`config.mk`:
```
export PLATFORM = sky130hd
export DESIGN_NAME = otp_part_top
export DESIGN_NICKNAME = d
export VERILOG_FILES = /design/src/hw/otp_part_pkg.sv /design/src/hw/otp_part_addr_dec.sv /design/src/hw/otp_part_fsm.sv /design/src/hw/otp_part_resp.sv /design/src/hw/otp_part_top.sv
export SDC_FILE = /design/constraint.sdc
export NUM_CORES = 1
export LEC_CHECK = 0
export ABC_AREA = 1
export BUFFER_PORTS_ARGS = -buffer_cell sky130_fd_sc_hd__buf_2
export CAP_MARGIN = 0
export CORE_MARGIN = 2
export CORE_UTILIZATION = 24
export DETAILED_ROUTE_END_ITERATION = 8
export PLACE_DENSITY = 0.49
export SYNTH_ARGS = -nofsm -noshare
export SYNTH_HDL_FRONTEND = slang
export SYNTH_SLANG_ARGS = --single-unit
```
`constraint.sdc`:
```
create_clock -name clk_i -period 2.3 [get_ports clk_i]
set_clock_uncertainty 0.2 [all_clocks]
set_input_delay 0.46 -clock clk_i [delete_from_list [all_inputs] [get_ports clk_i]]
set_output_delay 0.46 -clock clk_i [all_outputs]
set_load 0.01 [all_outputs]
```
`src/hw/otp_part_pkg.sv`:
```
package otp_part_pkg;

  ////////////////////////////////////////
  // Widths
  ////////////////////////////////////////

  // Digest block, one scrambling block
  parameter int BlockWidth    = 64;
  // One macro word, macro addresses count halfwords
  parameter int OtpWidth      = 16;
  // Byte and halfword address widths of the OTP space
  parameter int ByteAddrWidth = 11;
  parameter int OtpAddrWidth  = 10;
  // Size field holds number of macro words minus one
  parameter int OtpSizeWidth  = 2;
  // Bus port carries a 32-bit word address
  parameter int SwAddrWidth   = 9;

  ////////////////////////////////////////
  // Types
  ////////////////////////////////////////

  // Error codes, shared with the macro response
  typedef enum logic [2:0] {
    NoError             = 3'h0,
    MacroError          = 3'h1,
    MacroEccCorrError   = 3'h2,
    MacroEccUncorrError = 3'h3,
    AccessError         = 3'h4,
    CheckFailError      = 3'h5,
    FsmStateError       = 3'h6
  } otp_err_e;

  // Partition FSM states, code 7 is unused and invalid
  typedef enum logic [2:0] {
    ResetSt    = 3'h0,
    InitSt     = 3'h1,
    InitWaitSt = 3'h2,
    IdleSt     = 3'h3,
    ReadSt     = 3'h4,
    ReadWaitSt = 3'h5,
    ErrorSt    = 3'h6
  } part_state_e;

  // Macro address source
  typedef enum logic {
    DigestSel = 1'b0,
    DataSel   = 1'b1
  } addr_sel_e;

endpackage

```
`src/hw/otp_part_addr_dec.sv`:
```
`timescale 1ns/1ps

module otp_part_addr_dec #(
  // Byte offset of the partition, 64-bit aligned
  parameter int unsigned PartOffset = 64,
  // Partition size in bytes, digest in the last block
  parameter int unsigned PartSize   = 64
) (
  input  logic                                  clk_i,
  input  logic                                  rst_ni,
  // Bus side
  input  logic [otp_part_pkg::SwAddrWidth-1:0]  tlul_addr_i,
  input  logic                                  tlul_gnt_i,
  // Address source from the FSM
  input  otp_part_pkg::addr_sel_e               addr_sel_i,
  output logic                                  addr_in_range_o,
  // Macro side
  output logic [otp_part_pkg::OtpAddrWidth-1:0] otp_addr_o,
  output logic [otp_part_pkg::OtpSizeWidth-1:0] otp_size_o
);

  import otp_part_pkg::*;

  ////////////////////////////////////////
  // Partition bounds
  ////////////////////////////////////////

  // One extra bit so the end of the top partition is representable
  localparam logic [ByteAddrWidth:0] PartEnd =
      (ByteAddrWidth+1)'(PartOffset + PartSize);
  localparam logic [ByteAddrWidth-1:0] PartStart = ByteAddrWidth'(PartOffset);
  // Digest lives in the last 64-bit block
  localparam logic [ByteAddrWidth-1:0] DigestOffset =
      ByteAddrWidth'(PartOffset + PartSize - BlockWidth / 8);
  // Halfword address drops the low byte bits
  localparam int AddrShift = ByteAddrWidth - OtpAddrWidth;

  logic [SwAddrWidth-1:0]   tlul_addr_q;
  logic [ByteAddrWidth-1:0] byte_addr;
  logic [ByteAddrWidth-1:0] addr_calc;

  // Word address captured on each grant
  always_ff @(posedge clk_i or negedge rst_ni) begin
    if (!rst_ni) begin
      tlul_addr_q <= '0;
    end else if (tlul_gnt_i) begin
      tlul_addr_q <= tlul_addr_i;
    end
  end

  // Word to byte address
  assign byte_addr = {tlul_addr_q, 2'b00};

  // Range check against the latched address
  assign addr_in_range_o = (byte_addr >= PartStart) && ({1'b0, byte_addr} < PartEnd);

  ////////////////////////////////////////
  // Macro address and size
  ////////////////////////////////////////

  assign addr_calc  = (addr_sel_i == DigestSel) ? DigestOffset : byte_addr;
  assign otp_addr_o = addr_calc[ByteAddrWidth-1:AddrShift];

  // Full block for the digest, one 32-bit word for data
  assign otp_size_o = (addr_sel_i == DigestSel) ?
                      OtpSizeWidth'(BlockWidth / OtpWidth - 1) :
                      OtpSizeWidth'(32 / OtpWidth - 1);

endmodule

```
`src/hw/otp_part_fsm.sv`:
```
`timescale 1ns/1ps

module otp_part_fsm #(
  // Init reads the digest block when set
  parameter bit SwDigest = 1'b1
) (
  input  logic                   clk_i,
  input  logic                   rst_ni,
  // Init handshake
  input  logic                   init_req_i,
  output logic                   init_done_o,
  // Escalation forces the terminal state
  input  logic                   escalate_en_i,
  output otp_part_pkg::otp_err_e error_o,
  output logic                   fsm_err_o,
  // Bus side
  input  logic                   tlul_req_i,
  output logic                   tlul_gnt_o,
  output logic                   tlul_rvalid_o,
  output logic [1:0]             tlul_rerror_o,
  // Checks from decoder and lock logic
  input  logic                   addr_in_range_i,
  input  logic                   read_lock_i,
  // Macro side
  output logic                   otp_req_o,
  input  logic                   otp_gnt_i,
  input  logic                   otp_rvalid_i,
  input  otp_part_pkg::otp_err_e otp_err_i,
  // Datapath controls
  output otp_part_pkg::addr_sel_e addr_sel_o,
  output logic                   digest_en_o
);

  import otp_part_pkg::*;

  part_state_e state_d, state_q;
  otp_err_e    error_d, error_q;
  // Bus error owed for a grant taken in ErrorSt
  logic        pend_err_d, pend_err_q;

  assign error_o = error_q;

  ////////////////////////////////////////
  // Next state and outputs
  ////////////////////////////////////////

  always_comb begin
    state_d       = state_q;
    error_d       = error_q;
    pend_err_d    = 1'b0;
    init_done_o   = 1'b0;
    otp_req_o     = 1'b0;
    addr_sel_o    = DigestSel;
    digest_en_o   = 1'b0;
    tlul_gnt_o    = 1'b0;
    tlul_rvalid_o = 1'b0;
    tlul_rerror_o = 2'b00;
    fsm_err_o     = 1'b0;

    case (state_q)
      // Wait for the init pulse
      ResetSt: begin
        if (init_req_i) begin
          if (SwDigest) begin
            state_d = InitSt;
          end else begin
            state_d = IdleSt;
          end
        end
      end
      // Request the digest block, hold until granted
      InitSt: begin
        otp_req_o = 1'b1;
        if (otp_gnt_i) begin
          state_d = InitWaitSt;
        end
      end
      // Store digest, correctable errors are only noted
      InitWaitSt: begin
        if (otp_rvalid_i) begin
          digest_en_o = 1'b1;
          if (otp_err_i inside {NoError, MacroEccCorrError}) begin
            state_d = IdleSt;
            if (otp_err_i != NoError) begin
              error_d = MacroEccCorrError;
            end
          end else begin
            state_d = ErrorSt;
            error_d = otp_err_i;
          end
        end
      end
      // Grant bus reads, soft errors clear here
      IdleSt: begin
        init_done_o = 1'b1;
        if (tlul_req_i) begin
          tlul_gnt_o = 1'b1;
          error_d    = NoError;
          state_d    = ReadSt;
        end
      end
      // Range and lock check, then request the word
      ReadSt: begin
        init_done_o = 1'b1;
        if (addr_in_range_i && !read_lock_i) begin
          otp_req_o  = 1'b1;
          addr_sel_o = DataSel;
          if (otp_gnt_i) begin
            state_d = ReadWaitSt;
          end
        end else begin
          // Rejected access is not terminal
          state_d       = IdleSt;
          error_d       = AccessError;
          tlul_rvalid_o = 1'b1;
          tlul_rerror_o = 2'b11;
        end
      end
      // Macro response goes straight out on the bus
      ReadWaitSt: begin
        init_done_o = 1'b1;
        addr_sel_o  = DataSel;
        if (otp_rvalid_i) begin
          tlul_rvalid_o = 1'b1;
          if (otp_err_i inside {NoError, MacroEccCorrError}) begin
            state_d = IdleSt;
            if (otp_err_i != NoError) begin
              error_d = MacroEccCorrError;
            end
          end else begin
            state_d       = ErrorSt;
            error_d       = otp_err_i;
            tlul_rerror_o = 2'b11;
          end
        end
      end
      // Terminal state, answer every grant with a bus error
      ErrorSt: begin
        if (error_q == NoError) begin
          error_d = FsmStateError;
        end
        if (pend_err_q) begin
          tlul_rvalid_o = 1'b1;
          tlul_rerror_o = 2'b11;
        end else if (tlul_req_i) begin
          tlul_gnt_o = 1'b1;
          pend_err_d = 1'b1;
        end
      end
      // Unused encoding
      default: begin
        state_d   = ErrorSt;
        fsm_err_o = 1'b1;
      end
    endcase

    // Escalation overrides everything
    if (escalate_en_i) begin
      state_d   = ErrorSt;
      fsm_err_o = 1'b1;
      if (state_q != ErrorSt) begin
        error_d = FsmStateError;
      end
    end
  end

  ////////////////////////////////////////
  // Registers
  ////////////////////////////////////////

  always_ff @(posedge clk_i or negedge rst_ni) begin
    if (!rst_ni) begin
      state_q    <= ResetSt;
      error_q    <= NoError;
      pend_err_q <= 1'b0;
    end else begin
      state_q    <= state_d;
      error_q    <= error_d;
      pend_err_q <= pend_err_d;
    end
  end

endmodule

```
`src/hw/otp_part_resp.sv`:
```
`timescale 1ns/1ps

module otp_part_resp #(
  // Nonzero digest locks writes
  parameter bit DigestWriteLock = 1'b1,
  // Nonzero digest locks reads
  parameter bit DigestReadLock  = 1'b0
) (
  input  logic                                clk_i,
  input  logic                                rst_ni,
  // Digest capture
  input  logic                                digest_en_i,
  input  logic [otp_part_pkg::BlockWidth-1:0] otp_rdata_i,
  // Bus response status from the FSM
  input  logic                                tlul_rvalid_i,
  input  logic [1:0]                          tlul_rerror_i,
  // Lock sources
  input  logic                                init_done_i,
  input  logic                                read_lock_i,
  input  logic                                write_lock_i,
  output logic [otp_part_pkg::BlockWidth-1:0] digest_o,
  output logic [31:0]                         tlul_rdata_o,
  output logic                                read_lock_o,
  output logic                                write_lock_o
);

  logic digest_nz;
  logic read_lock_d;
  logic write_lock_d;

  // Digest register, cleared so locks see a defined value
  always_ff @(posedge clk_i or negedge rst_ni) begin
    if (!rst_ni) begin
      digest_o <= '0;
    end else if (digest_en_i) begin
      digest_o <= otp_rdata_i;
    end
  end

  // Low word passes only on a clean response
  assign tlul_rdata_o = (tlul_rvalid_i && tlul_rerror_i == 2'b00) ? otp_rdata_i[31:0] : '0;

  ////////////////////////////////////////
  // Lock aggregation
  ////////////////////////////////////////

  assign digest_nz = (digest_o != '0);

  // Uninitialized partition is always locked
  assign write_lock_d = write_lock_i || !init_done_i || (DigestWriteLock && digest_nz);
  assign read_lock_d  = read_lock_i || !init_done_i || (DigestReadLock && digest_nz);

  // Locks come out of reset set
  always_ff @(posedge clk_i or negedge rst_ni) begin
    if (!rst_ni) begin
      write_lock_o <= 1'b1;
      read_lock_o  <= 1'b1;
    end else begin
      write_lock_o <= write_lock_d;
      read_lock_o  <= read_lock_d;
    end
  end

endmodule

```
`src/hw/otp_part_top.sv`:
```
`timescale 1ns/1ps

module otp_part_top #(
  parameter int unsigned PartOffset      = 64,
  parameter int unsigned PartSize        = 64,
  parameter bit          SwDigest        = 1'b1,
  parameter bit          DigestWriteLock = 1'b1,
  parameter bit          DigestReadLock  = 1'b0
) (
  input  logic                                  clk_i,
  input  logic                                  rst_ni,
  // Init and status
  input  logic                                  init_req_i,
  output logic                                  init_done_o,
  input  logic                                  escalate_en_i,
  output otp_part_pkg::otp_err_e                error_o,
  output logic                                  fsm_err_o,
  // Locks
  input  logic                                  read_lock_i,
  input  logic                                  write_lock_i,
  output logic                                  read_lock_o,
  output logic                                  write_lock_o,
  output logic [otp_part_pkg::BlockWidth-1:0]   digest_o,
  // Bus port
  input  logic                                  tlul_req_i,
  output logic                                  tlul_gnt_o,
  input  logic [otp_part_pkg::SwAddrWidth-1:0]  tlul_addr_i,
  output logic [1:0]                            tlul_rerror_o,
  output logic                                  tlul_rvalid_o,
  output logic [31:0]                           tlul_rdata_o,
  // OTP macro port
  output logic                                  otp_req_o,
  output logic [otp_part_pkg::OtpSizeWidth-1:0] otp_size_o,
  output logic [otp_part_pkg::OtpAddrWidth-1:0] otp_addr_o,
  input  logic                                  otp_gnt_i,
  input  logic                                  otp_rvalid_i,
  input  logic [otp_part_pkg::BlockWidth-1:0]   otp_rdata_i,
  input  otp_part_pkg::otp_err_e                otp_err_i
);

  import otp_part_pkg::*;

  addr_sel_e addr_sel;
  logic      addr_in_range;
  logic      digest_en;

  ////////////////////////////////////////
  // Decode
  ////////////////////////////////////////

  otp_part_addr_dec #(
    .PartOffset (PartOffset),
    .PartSize   (PartSize)
  ) u_addr_dec (
    .clk_i           (clk_i),
    .rst_ni          (rst_ni),
    .tlul_addr_i     (tlul_addr_i),
    .tlul_gnt_i      (tlul_gnt_o),
    .addr_sel_i      (addr_sel),
    .addr_in_range_o (addr_in_range),
    .otp_addr_o      (otp_addr_o),
    .otp_size_o      (otp_size_o)
  );

  ////////////////////////////////////////
  // Execute
  ////////////////////////////////////////

  otp_part_fsm #(
    .SwDigest (SwDigest)
  ) u_fsm (
    .clk_i           (clk_i),
    .rst_ni          (rst_ni),
    .init_req_i      (init_req_i),
    .init_done_o     (init_done_o),
    .escalate_en_i   (escalate_en_i),
    .error_o         (error_o),
    .fsm_err_o       (fsm_err_o),
    .tlul_req_i      (tlul_req_i),
    .tlul_gnt_o      (tlul_gnt_o),
    .tlul_rvalid_o   (tlul_rvalid_o),
    .tlul_rerror_o   (tlul_rerror_o),
    .addr_in_range_i (addr_in_range),
    // Registered read lock gates data reads
    .read_lock_i     (read_lock_o),
    .otp_req_o       (otp_req_o),
    .otp_gnt_i       (otp_gnt_i),
    .otp_rvalid_i    (otp_rvalid_i),
    .otp_err_i       (otp_err_i),
    .addr_sel_o      (addr_sel),
    .digest_en_o     (digest_en)
  );

  ////////////////////////////////////////
  // Result
  ////////////////////////////////////////

  otp_part_resp #(
    .DigestWriteLock (DigestWriteLock),
    .DigestReadLock  (DigestReadLock)
  ) u_resp (
    .clk_i         (clk_i),
    .rst_ni        (rst_ni),
    .digest_en_i   (digest_en),
    .otp_rdata_i   (otp_rdata_i),
    .tlul_rvalid_i (tlul_rvalid_o),
    .tlul_rerror_i (tlul_rerror_o),
    .init_done_i   (init_done_o),
    .read_lock_i   (read_lock_i),
    .write_lock_i  (write_lock_i),
    .digest_o      (digest_o),
    .tlul_rdata_o  (tlul_rdata_o),
    .read_lock_o   (read_lock_o),
    .write_lock_o  (write_lock_o)
  );

endmodule

```
Word-level counts from Yosys, hierarchy flattened

Cells that the tools add are included.

Magnitude comparators: 2
Equality and inequality tests: 14
Mux-type cells: 41
Reductions and logical operators: 19

Operator list:

| operator                                                    | number |
|---|---|
| nonzero test 64 bit                                         | 1 |
| two-way mux 3 bit                                           | 16 |
| two-way mux 32 bit                                          | 1 |
| one-hot mux 3 bit (6 select lines)                          | 1 |
| != test 3 bit, second input constant                        | 4 |
| one-hot mux 3 bit (4 select lines)                          | 1 |
| >= comparator 11 x 7 -> 1 bit, second input constant        | 1 |
| less-than comparator 11 x 8 -> 1 bit, second input constant | 1 |
| two-way mux 1 bit                                           | 11 |
| two-way mux 11 bit                                          | 1 |
| two-way mux 2 bit                                           | 5 |
| == test 3 x 2 -> 1 bit, second input constant               | 3 |
| == test 3 bit, second input constant                        | 3 |
| zero test 3 bit                                             | 3 |
| OR reduction 7 bit                                          | 1 |
| one-hot mux 1 bit (2 select lines)                          | 3 |
| one-hot mux 2 bit (3 select lines)                          | 1 |
| AND reduction 6 bit                                         | 1 |
| != test 4 bit, second input constant                        | 1 |
| == test 3 x 1 -> 1 bit, second input constant               | 1 |
| logical AND 1 bit                                           | 3 |
| logical OR 1 bit                                            | 3 |
| != test 3 x 1 -> 1 bit, second input constant               | 1 |
| one-hot mux 1 bit (3 select lines)                          | 1 |
| 7 further kinds                                             | 8 |

Bits in registers: 82
Bits of input ports: 85
Output and inout bits: 120
Word-level logic and storage cells: 83

Depth between registers and ports, before layout

Gate-level depths: netlist of run 1.

Word-level depth: 8
Mapped depth: 10

Hierarchy

A second synthesis of run 1 with hierarchy kept.

Cells, all modules: 491
Area total of the unflattened synthesis: 4209.0 um2

Modules (own cells, without submodules):

| module            | instances | cells an instance | area an instance (um2) | sequential area each (um2) |
|---|---|---|---|---|
| otp_part_resp     | 1         | 321               | 3104.2                 | 1654.1 |
| otp_part_fsm      | 1         | 108               | 641.9                  | 175.2 |
| otp_part_addr_dec | 1         | 62                | 462.9                  | 225.2 |

Worst setup path after synthesis of run 1

Ideal clock, no wire load.

Path kind: register to output
Start point: register u_fsm.state_q[1]
End point: output port tlul_rerror_o[1]
Arrival: 1.404 ns
Path slack: 0.236 ns
Stages on the path, launching flop included: 6
Buffers on the path: 2
Cell sequence: dfrtp_1 buf_4 inv_2 nand3_1 o31ai_1 buf_4

Word-level cells in the longest chain between the ends: 2

Ends and longest elaborated chain:

| what                                 | line                | RTL |
|---|---|---|
| start, declared                      | otp_part_fsm.sv:36  | `part_state_e state_d, state_q;` |
| start signal, assigned               | otp_part_fsm.sv:173 | `state_q <= ResetSt;` |
| start signal, assigned               | otp_part_fsm.sv:177 | `state_q <= state_d;` |
| == test 3 bit                        | otp_part_fsm.sv:60  | `case (state_q)` |
| one-hot mux 2 bit (3 select lines) * | otp_part_fsm.sv:60  |  |
| end, declared                        | otp_part_top.sv:28  | `output logic [1:0] tlul_rerror_o,` |

Mark *: on every way between the ends. The rest lies on a longest branch, timed or not.

Final worst setup path of run 1

Start point: register u_addr_dec.tlul_addr_q[8]
End point: output port tlul_rdata_o[24]

Word-level cells in the longest chain between the ends: 8

Ends and longest elaborated chain:

| what                                                                                         | line                    | RTL |
|---|---|---|
| start, declared                                                                              | otp_part_addr_dec.sv:38 | `logic [SwAddrWidth-1:0] tlul_addr_q;` |
| start signal, assigned                                                                       | otp_part_addr_dec.sv:47 | `tlul_addr_q <= tlul_addr_i;` |
| >= comparator 11 x 7 -> 1 bit / less-than comparator 11 x 8 -> 1 bit (equally long branches) | otp_part_addr_dec.sv:55 | `assign addr_in_range_o = (byte_addr >= PartStart) && ({1'b0, byte_addr} < PartEnd);` |
| logical AND 1 bit *                                                                          | otp_part_addr_dec.sv:55 |  |
| logical AND 1 bit *                                                                          | otp_part_fsm.sv:105     | `if (addr_in_range_i && !read_lock_i) begin` |
| two-way mux 2 bit                                                                            | otp_part_fsm.sv:105     |  |
| one-hot mux 2 bit (3 select lines)                                                           | otp_part_fsm.sv:60      |  |
| zero test 2 bit                                                                              | otp_part_resp.sv:41     | `assign tlul_rdata_o = (tlul_rvalid_i && tlul_rerror_i == 2'b00) ? otp_rdata_i[31:0] : '0;` |
| logical AND 1 bit *                                                                          | otp_part_resp.sv:41     |  |
| two-way mux 32 bit *                                                                         | otp_part_resp.sv:41     |  |
| end, declared                                                                                | otp_part_top.sv:30      | `output logic [31:0] tlul_rdata_o,` |

Marked as above.

==> flow_summary.toml, run 1 <==
[setup_path]
worst_path_max_delay_cell = "dfrtp_1"
r2r_slack_ns = 0.38
cp_max_fo = 32
setup.worst_path.end_class = "output port"
crit_arrival_ns = 1.83
r2r-end = "u_fsm.state_q[2]"
crit_buf_inv = 3
cp-endpoint = "tlul_rdata_o[24]"
cp-start-kind = "flop"
max_stage_delay_ns = 0.38
cp.required_ns = 1.64
r2r_start = "u_fsm.state_q[1]"
crit_start = "u_addr_dec.tlul_addr_q[8]"
path_cells = "nor2_2 -> nand3_2 -> nand2_2 -> inv_2 -> a21oi_4 -> nand3_4 -> buf_12 -> nor2_1 -> buf_2"
critPathTopFamily = "simple AND/OR/NAND/NOR gates"
path_class = "reg2out"
crit_cells = 9
worst-r2r-cell-count = 8

[logic_synthesis]
yosysWarningCount = 0
postSynthAreaPerCell_um2 = 9.17
synth_edf_count = 0
ys_ff_latch = 82
yosysTopAreaCellShare = 0.470
async_flop_share = 1.00
yosysSeqAreaShare = 0.483
synth.most_common_cell = "dfrtp_1"
postSynth.topFlopCell = "dfrtp_1"
synthCells = 464
ys_top_cells_by_area = "dfrtp_1, mux2_4, nand2_1, inv_1, nor2_2"
yosysUniqueCellTypes = 33
syn-num-nets = 552
synth_top_area_cell = "dfrtp_1"
synth_common_cells = "dfrtp_1, nand2_1, inv_1"
syn_area_um2 = 4260

[drt]
drcViolationCount = 0
avgViaCountPerCell = 4.18
drt_iter0_drc = 172
num_vias = 3802
drt-total-wl_um = 12200
wl_per_cell_um = 13.4
drtPass1Iterations = 4
final_antenna_net_count = 0

[timing]
worst_slack_ns = -0.187
finalCriticalPeriod_ns = 2.49
finalCritPeriodShare = 1.08
fmax_mhz = 402
setup_viol = 35
maxSlewViolCount = 0
hold_viol_final = 0
rsz0062_at_grt = "true"

[finish]
fin_util = 0.343
areaGrowthSynthToFinish_pct = 39.2
drive_gt1_frac = 0.467
insertedDiodeCount = 0
nets = 768

[power]
p_total_mw = 7.27
peakVddDrop_mv = 0.488
leakagePower_nw = 3.24
power_density_nw_per_um2 = 1230

[clock_tree]
clkLatencyLatePin_ns = 0.33
htreeDepth = 3
clk_pin_slew_ns = 0.06
root_buffer = "clkbuf_16"
cts_buffer_depth = 2
clock-sinks = 82
cts_buffers = 9
cts_tree = "done"

[floorplan]
dieArea_um2 = 18800
start_util = 0.246
core.rowCount = 48
pin_count = 205
die_h_um = 137
dieWidth_um = 137
design.core.area_um2 = 17300

[grt]
grt_max_degree = 49
grt_overflow = 0
antenna_found_initial = 0
grt_usage = 0.128
grt_pass1_wl_um = 18500
grt_pass1_vias = 3622

[run_status]
outcome = "finished with violations"
violations = "setup timing"

[place]
io_buffers = 202
gp_congestion = 0.875
hpwl_um = 9540

[job]
drv_cap = 0

[hold_path]
worstHoldPathType = "in2reg"
[report_power, final]
part,leakage (nW),switching [mW],total (mW),internal [mW]
clock network,0.123,0.559,1.29,0.732
logic,2.13,1.79,3.30,1.52
registers,0.994,0.538,2.68,2.14
total,3.24,2.89,7.27,4.39
[logic make-up (layout without fill, tap and decap cells)]
family / count (synthesis) / after routing / synth area share
flip-flops: 82 / 82 / 0.483
other: 2 / 2 / 0.00176
AO/OA/AOI/OAI: 59 / 59 / 0.0741
AND/OR/NAND/NOR: 204 / 204 / 0.229
buffers and inverters: 82 / 303 / 0.0959
multiplexers: 32 / 32 / 0.108
adder cells (fa/ha/maj): 3 / 3 / 0.00882
[cell usage in the layout, fill, tap and decap left out, drive strengths merged, types with 9 or more instances in the layout]
master / instances
clkbuf: 12
dfrtp: 80
inv: 64
o21ai: 48
nor2: 80
nand3: 22
mux2: 32
a21oi: 9
buf: 222
nand2: 81
[cell type report]
| type | instances | area [um^2] |
|---|---|---|
| fill | 1858 | 11400 |
| sequential | 82 | 2060 |
| multi-input combinational | 300 | 1840 |
| timing repair buffer | 223 | 1240 |
| tap | 225 | 282 |
| inverter | 64 | 245 |
| clock buffer | 12 | 236 |
| clock inverter | 4 | 28.8 |
[through the flow]
step	instances	setup slack (ns)	instance area, um^2	TNS (ns)	hold slack [ns]
after global routing	910	-0.306	5920	-9.52	0.129
final	910	-0.187	5920	-5.30	0.130
after detailed placement	890	0.122	5560	0	0.0808
after CTS	908	-0.214	5880	-6.27	0.115
after floorplan	464	0.236	4260	0	-0.0356
after global placement	890	0.154	5560	0	0.0813
[state kept, by name, summed over array words and instances (netlist names)]
name / count
u_resp.read_lock_o: 1
u_fsm.pend_err_q: 1
u_fsm.error_o: 3
u_resp.digest_o: 64
u_addr_dec.tlul_addr_q: 9
u_resp.write_lock_o: 1
u_fsm.state_q: 3
[worst register-to-register path, delay by kind of cell, from the launching register on]
kind / cells / cell delay [ns]
AOI/OAI and AO/OA: 1 / 0.14
DFF: 1 / 0.44
buffers and inverters: 2 / 0.30
and+or+nand+nor: 5 / 0.72
[layer usage]
layer | wire length (um) | GRT usage | part of all wire
met1 | 5640 | 0.172 | 0.46
met2 | 5470 | 0.197 | 0.45
met3 | 914 | 0.0374 | 0.075
met4 | 175 | 0.0407 | 0.014
met5 | 0 | 0 | 0
[worst min path at each step]
| stage | end | startpoint | cells after the start |
|---|---|---|---|
| final | u_resp.digest_o[63] | otp_rdata_i[63] | 2 |
| after global placement | u_addr_dec.tlul_addr_q[7] | rst_ni | 1 |
| after CTS | u_resp.digest_o[63] | otp_rdata_i[63] | 2 |
| after floorplan | u_addr_dec.tlul_addr_q[0] | rst_ni | 0 |
| after detailed placement | u_addr_dec.tlul_addr_q[7] | rst_ni | 1 |
| after global routing | u_resp.digest_o[63] | otp_rdata_i[63] | 2 |
[what timing repair did]
action | 4_1_cts | 5_1_grt
pin swaps | 0 | 1
gates resized for setup | 11 | 6
endpoints found under the setup margin | 44 | 47
setup buffers | 1 | 2
hold buffers | 1 | 0
gates cloned | 0 | 0
hold endpoints to repair | 51 | 0
(Power assumes the default switching activity.)
==> run 2: changes to the inputs <==
SYNTH_HIERARCHICAL = 1   (was unset)
==> run 2 against run 1 <==
The run still ends with setup timing left. Via count is 0.47% lower. Critical path type is now reg2reg. Sequential power hardly changed. Worst hold slack worse by 0.0029 ns. Highest routed layer unchanged. Routed wire length is 2.0% lower. Non-clock buffer count is 12 higher. Cell area is 2.0% higher. Largest cell class unchanged. Clock power is 7% higher. Largest power group unchanged. Sequential share of layout area is 0.72 points lower.
==> flow_summary.toml, run 2 <==
[finish]
regMostFlops = "u_resp/digest_o"
insertedDiodeCount = 0
largest_reg_flops = 64
drive_gt1_frac = 0.461
final_area_um2 = 6050
top_regs = "u_resp/digest_o: 64 flops, u_addr_dec/tlul_addr_q: 9 flops"
nets = 800
final_common_cell = "buf_2"
areaGrowthSynthToFinish_pct = 43.6
mostFrequentLayoutCells = "buf_2, nor2_1, dfrtp_1"

[place]
hpwl_um = 9070
io_buffers = 202
place_ws_ns = -0.0483
place_area_um2 = 5540
gp_congestion = 0.816

[logic_synthesis]
ys_top_cells_by_area = "dfrtp_1, nor2_1, mux2_4, nand2_1, inv_1"
yosysTopAreaCellShare = 0.476
yosysSeqAreaShare = 0.488
yosysWarningCount = 6
synth_xor_area_frac = 0
synth_top_area_cell = "dfrtp_1"
syn_area_um2 = 4210
muxShareOfSynthArea = 0.0856
synth_common_cells = "nor2_1, nand2_1, dfrtp_1"
synth_fa_ha_area_frac = 0
synth.most_common_cell = "nor2_1"
postSynth.topFlopCell = "dfrtp_1"
ys_ff_latch = 82
synth_top_family_by_area = "simple AND/OR/NAND/NOR gates"
syn-num-nets = 576
synthCells = 491
yosysUniqueCellTypes = 28
postSynthAreaPerCell_um2 = 8.57
synth_compound_area_frac = 0.0933
synth_edf_count = 0
yosys.area_share.simple = 0.215
async_flop_share = 1.00

[grt]
antenna_found_initial = 0
grt_pass1_wl_um = 18600
grt_usage = 0.130
grt_max_degree = 47
grt_pass1_vias = 3630
grt_overflow = 0

[clock_tree]
clock-sinks = 82
clkLatencyLatePin_ns = 0.34
cts_buffer_depth = 2
cts_buffers = 9
cts_tree = "done"
clk_pin_slew_ns = 0.06
root_buffer = "clkbuf_16"
htreeDepth = 3

[drt]
num_vias = 3784
avgViaCountPerCell = 4.00
drt_iter0_drc = 138
wl_per_cell_um = 12.6
drtPass1Iterations = 4
drt-total-wl_um = 12000
drcViolationCount = 0
final_antenna_net_count = 0

[timing]
finalCriticalPeriod_ns = 2.67
finalCritPeriodShare = 1.16
setup_viol = 38
hold_viol_final = 0
rsz0062_at_grt = "true"
maxSlewViolCount = 0
worst_slack_ns = -0.365
whs_ns = 0.127
fmax_mhz = 375

[setup_path]
cp.required_ns = 2.37
worst_path_max_delay_cell = "dfrtp_1"
crit_arrival_ns = 2.74
critPathTopFamily = "buffers and inverters"
path_class = "reg2reg"
max_stage_delay_ns = 0.38
crit_buf_inv = 11
cp-start-kind = "flop"
cp_max_fo = 2
path_cells = "nor2_1 -> nand2_1 -> nor2_2 -> nand2_2 -> buf_4 -> buf_4 -> buf_4 -> buf_4 -> buf_4 -> buf_4 -> buf_4 -> buf_4 -> buf_4 -> buf_4 -> buf_4 -> nor2_2 -> nor2_1 -> nand2_1 -> nand3_1 -> nand3_1"
crit_path_frequent_cell = "buf_4"
setup.worst_path.end_class = "flop"

[hold_path]
worstHoldPathType = "in2reg"

[run_status]
violations = "setup timing"
outcome = "finished with violations"

[floorplan]
die_h_um = 136
dieWidth_um = 136
dieArea_um2 = 18600
start_util = 0.244
core.rowCount = 48
design.core.area_um2 = 17200
pin_count = 205

[power]
leakagePower_nw = 3.17
power_density_nw_per_um2 = 1250
peakVddDrop_mv = 0.403
p_total_mw = 7.54

[job]
drv_cap = 0
## run 2: cell count changes in the layout (fill, tap and decap cells not counted), moves of 5 or more
| cell | previous run | this run |
|---|---|---|
| mux2_1 | 6 | 0 |
| nor2_2 | 30 | 9 |
| nor4_1 | 5 | 0 |
| a21oi_2 | 0 | 20 |
| inv_1 | 58 | 69 |
| buf_4 | 17 | 25 |
| o21ai_1 | 21 | 6 |
| o21ai_0 | 26 | 19 |
| nor2_1 | 46 | 102 |
## run 2: worst reg2reg max path: cells and delay by family (launching register included)
family / cells / cell delay (ns)
flip-flops: 1 / 0.38
buffers and inverters: 11 / 1.34
AND/OR/NAND/NOR: 9 / 0.69
## run 2: logic make-up after synthesis
family	after synthesis
simple gates	223
buf+inv	98
flops	82
compound gates	62
mux	24
other cells	2
## run 2: metrics by stage
step,TNS [ns],utilization,std cells
floorplan,-0.680,-,491
global placement,-0.214,0.321,913
detailed placement,-1.07,0.321,913
CTS,-11.35,0.347,945
global route,-18.81,0.351,945
finish,-10.56,0.351,945
## run 2: where the power goes
part / switching [mW] / internal, mW
Clock: 0.613 / 0.770
Combinational: 1.90 / 1.61
Sequential: 0.507 / 2.14
## run 2: final timing paths
kind                                      startpoint                   to  slack [ns]  cells after the start
min                                  otp_rdata_i[54]  u_resp/digest_o[54]        0.13                      3
min in group asynchronous                     rst_ni     u_fsm/state_q[2]        0.40                      2
min reg2reg                         u_fsm/pend_err_q     u_fsm/pend_err_q        0.27                      1
max reg2reg                u_addr_dec/tlul_addr_q[8]     u_fsm/state_q[2]       -0.37                     20
max in group asynchronous                     rst_ni  u_resp/digest_o[11]        1.00                      3
max                        u_addr_dec/tlul_addr_q[8]     u_fsm/state_q[2]       -0.37                     20
## run 2: final cells by class
| class | instances | area [um^2] |
|---|---|---|
| timing repair buffer | 235 | 1390 |
| sequential | 82 | 2060 |
| fill | 1866 | 11200 |
| multi-input combinational | 312 | 1750 |
| inverter | 75 | 282 |
| clock buffer | 10 | 239 |
| tap | 225 | 282 |
| clock inverter | 6 | 48.8 |
## run 2: metal layers
metal  GRT usage  wire length (um)
met1       0.165              5460
met4      0.0313               118
met2       0.212              5630
met5           0                 0
met3      0.0466               742
## run 2: timing repair
action                                  in CTS  in global routing
setup buffers                               14                  0
pin swaps                                   10                  1
endpoints found under the setup margin      44                 48
gates resized for setup                      9                 21
gates cloned                                 1                  0
endpoints found under the hold margin       25                  0
hold buffers                                 1                  0
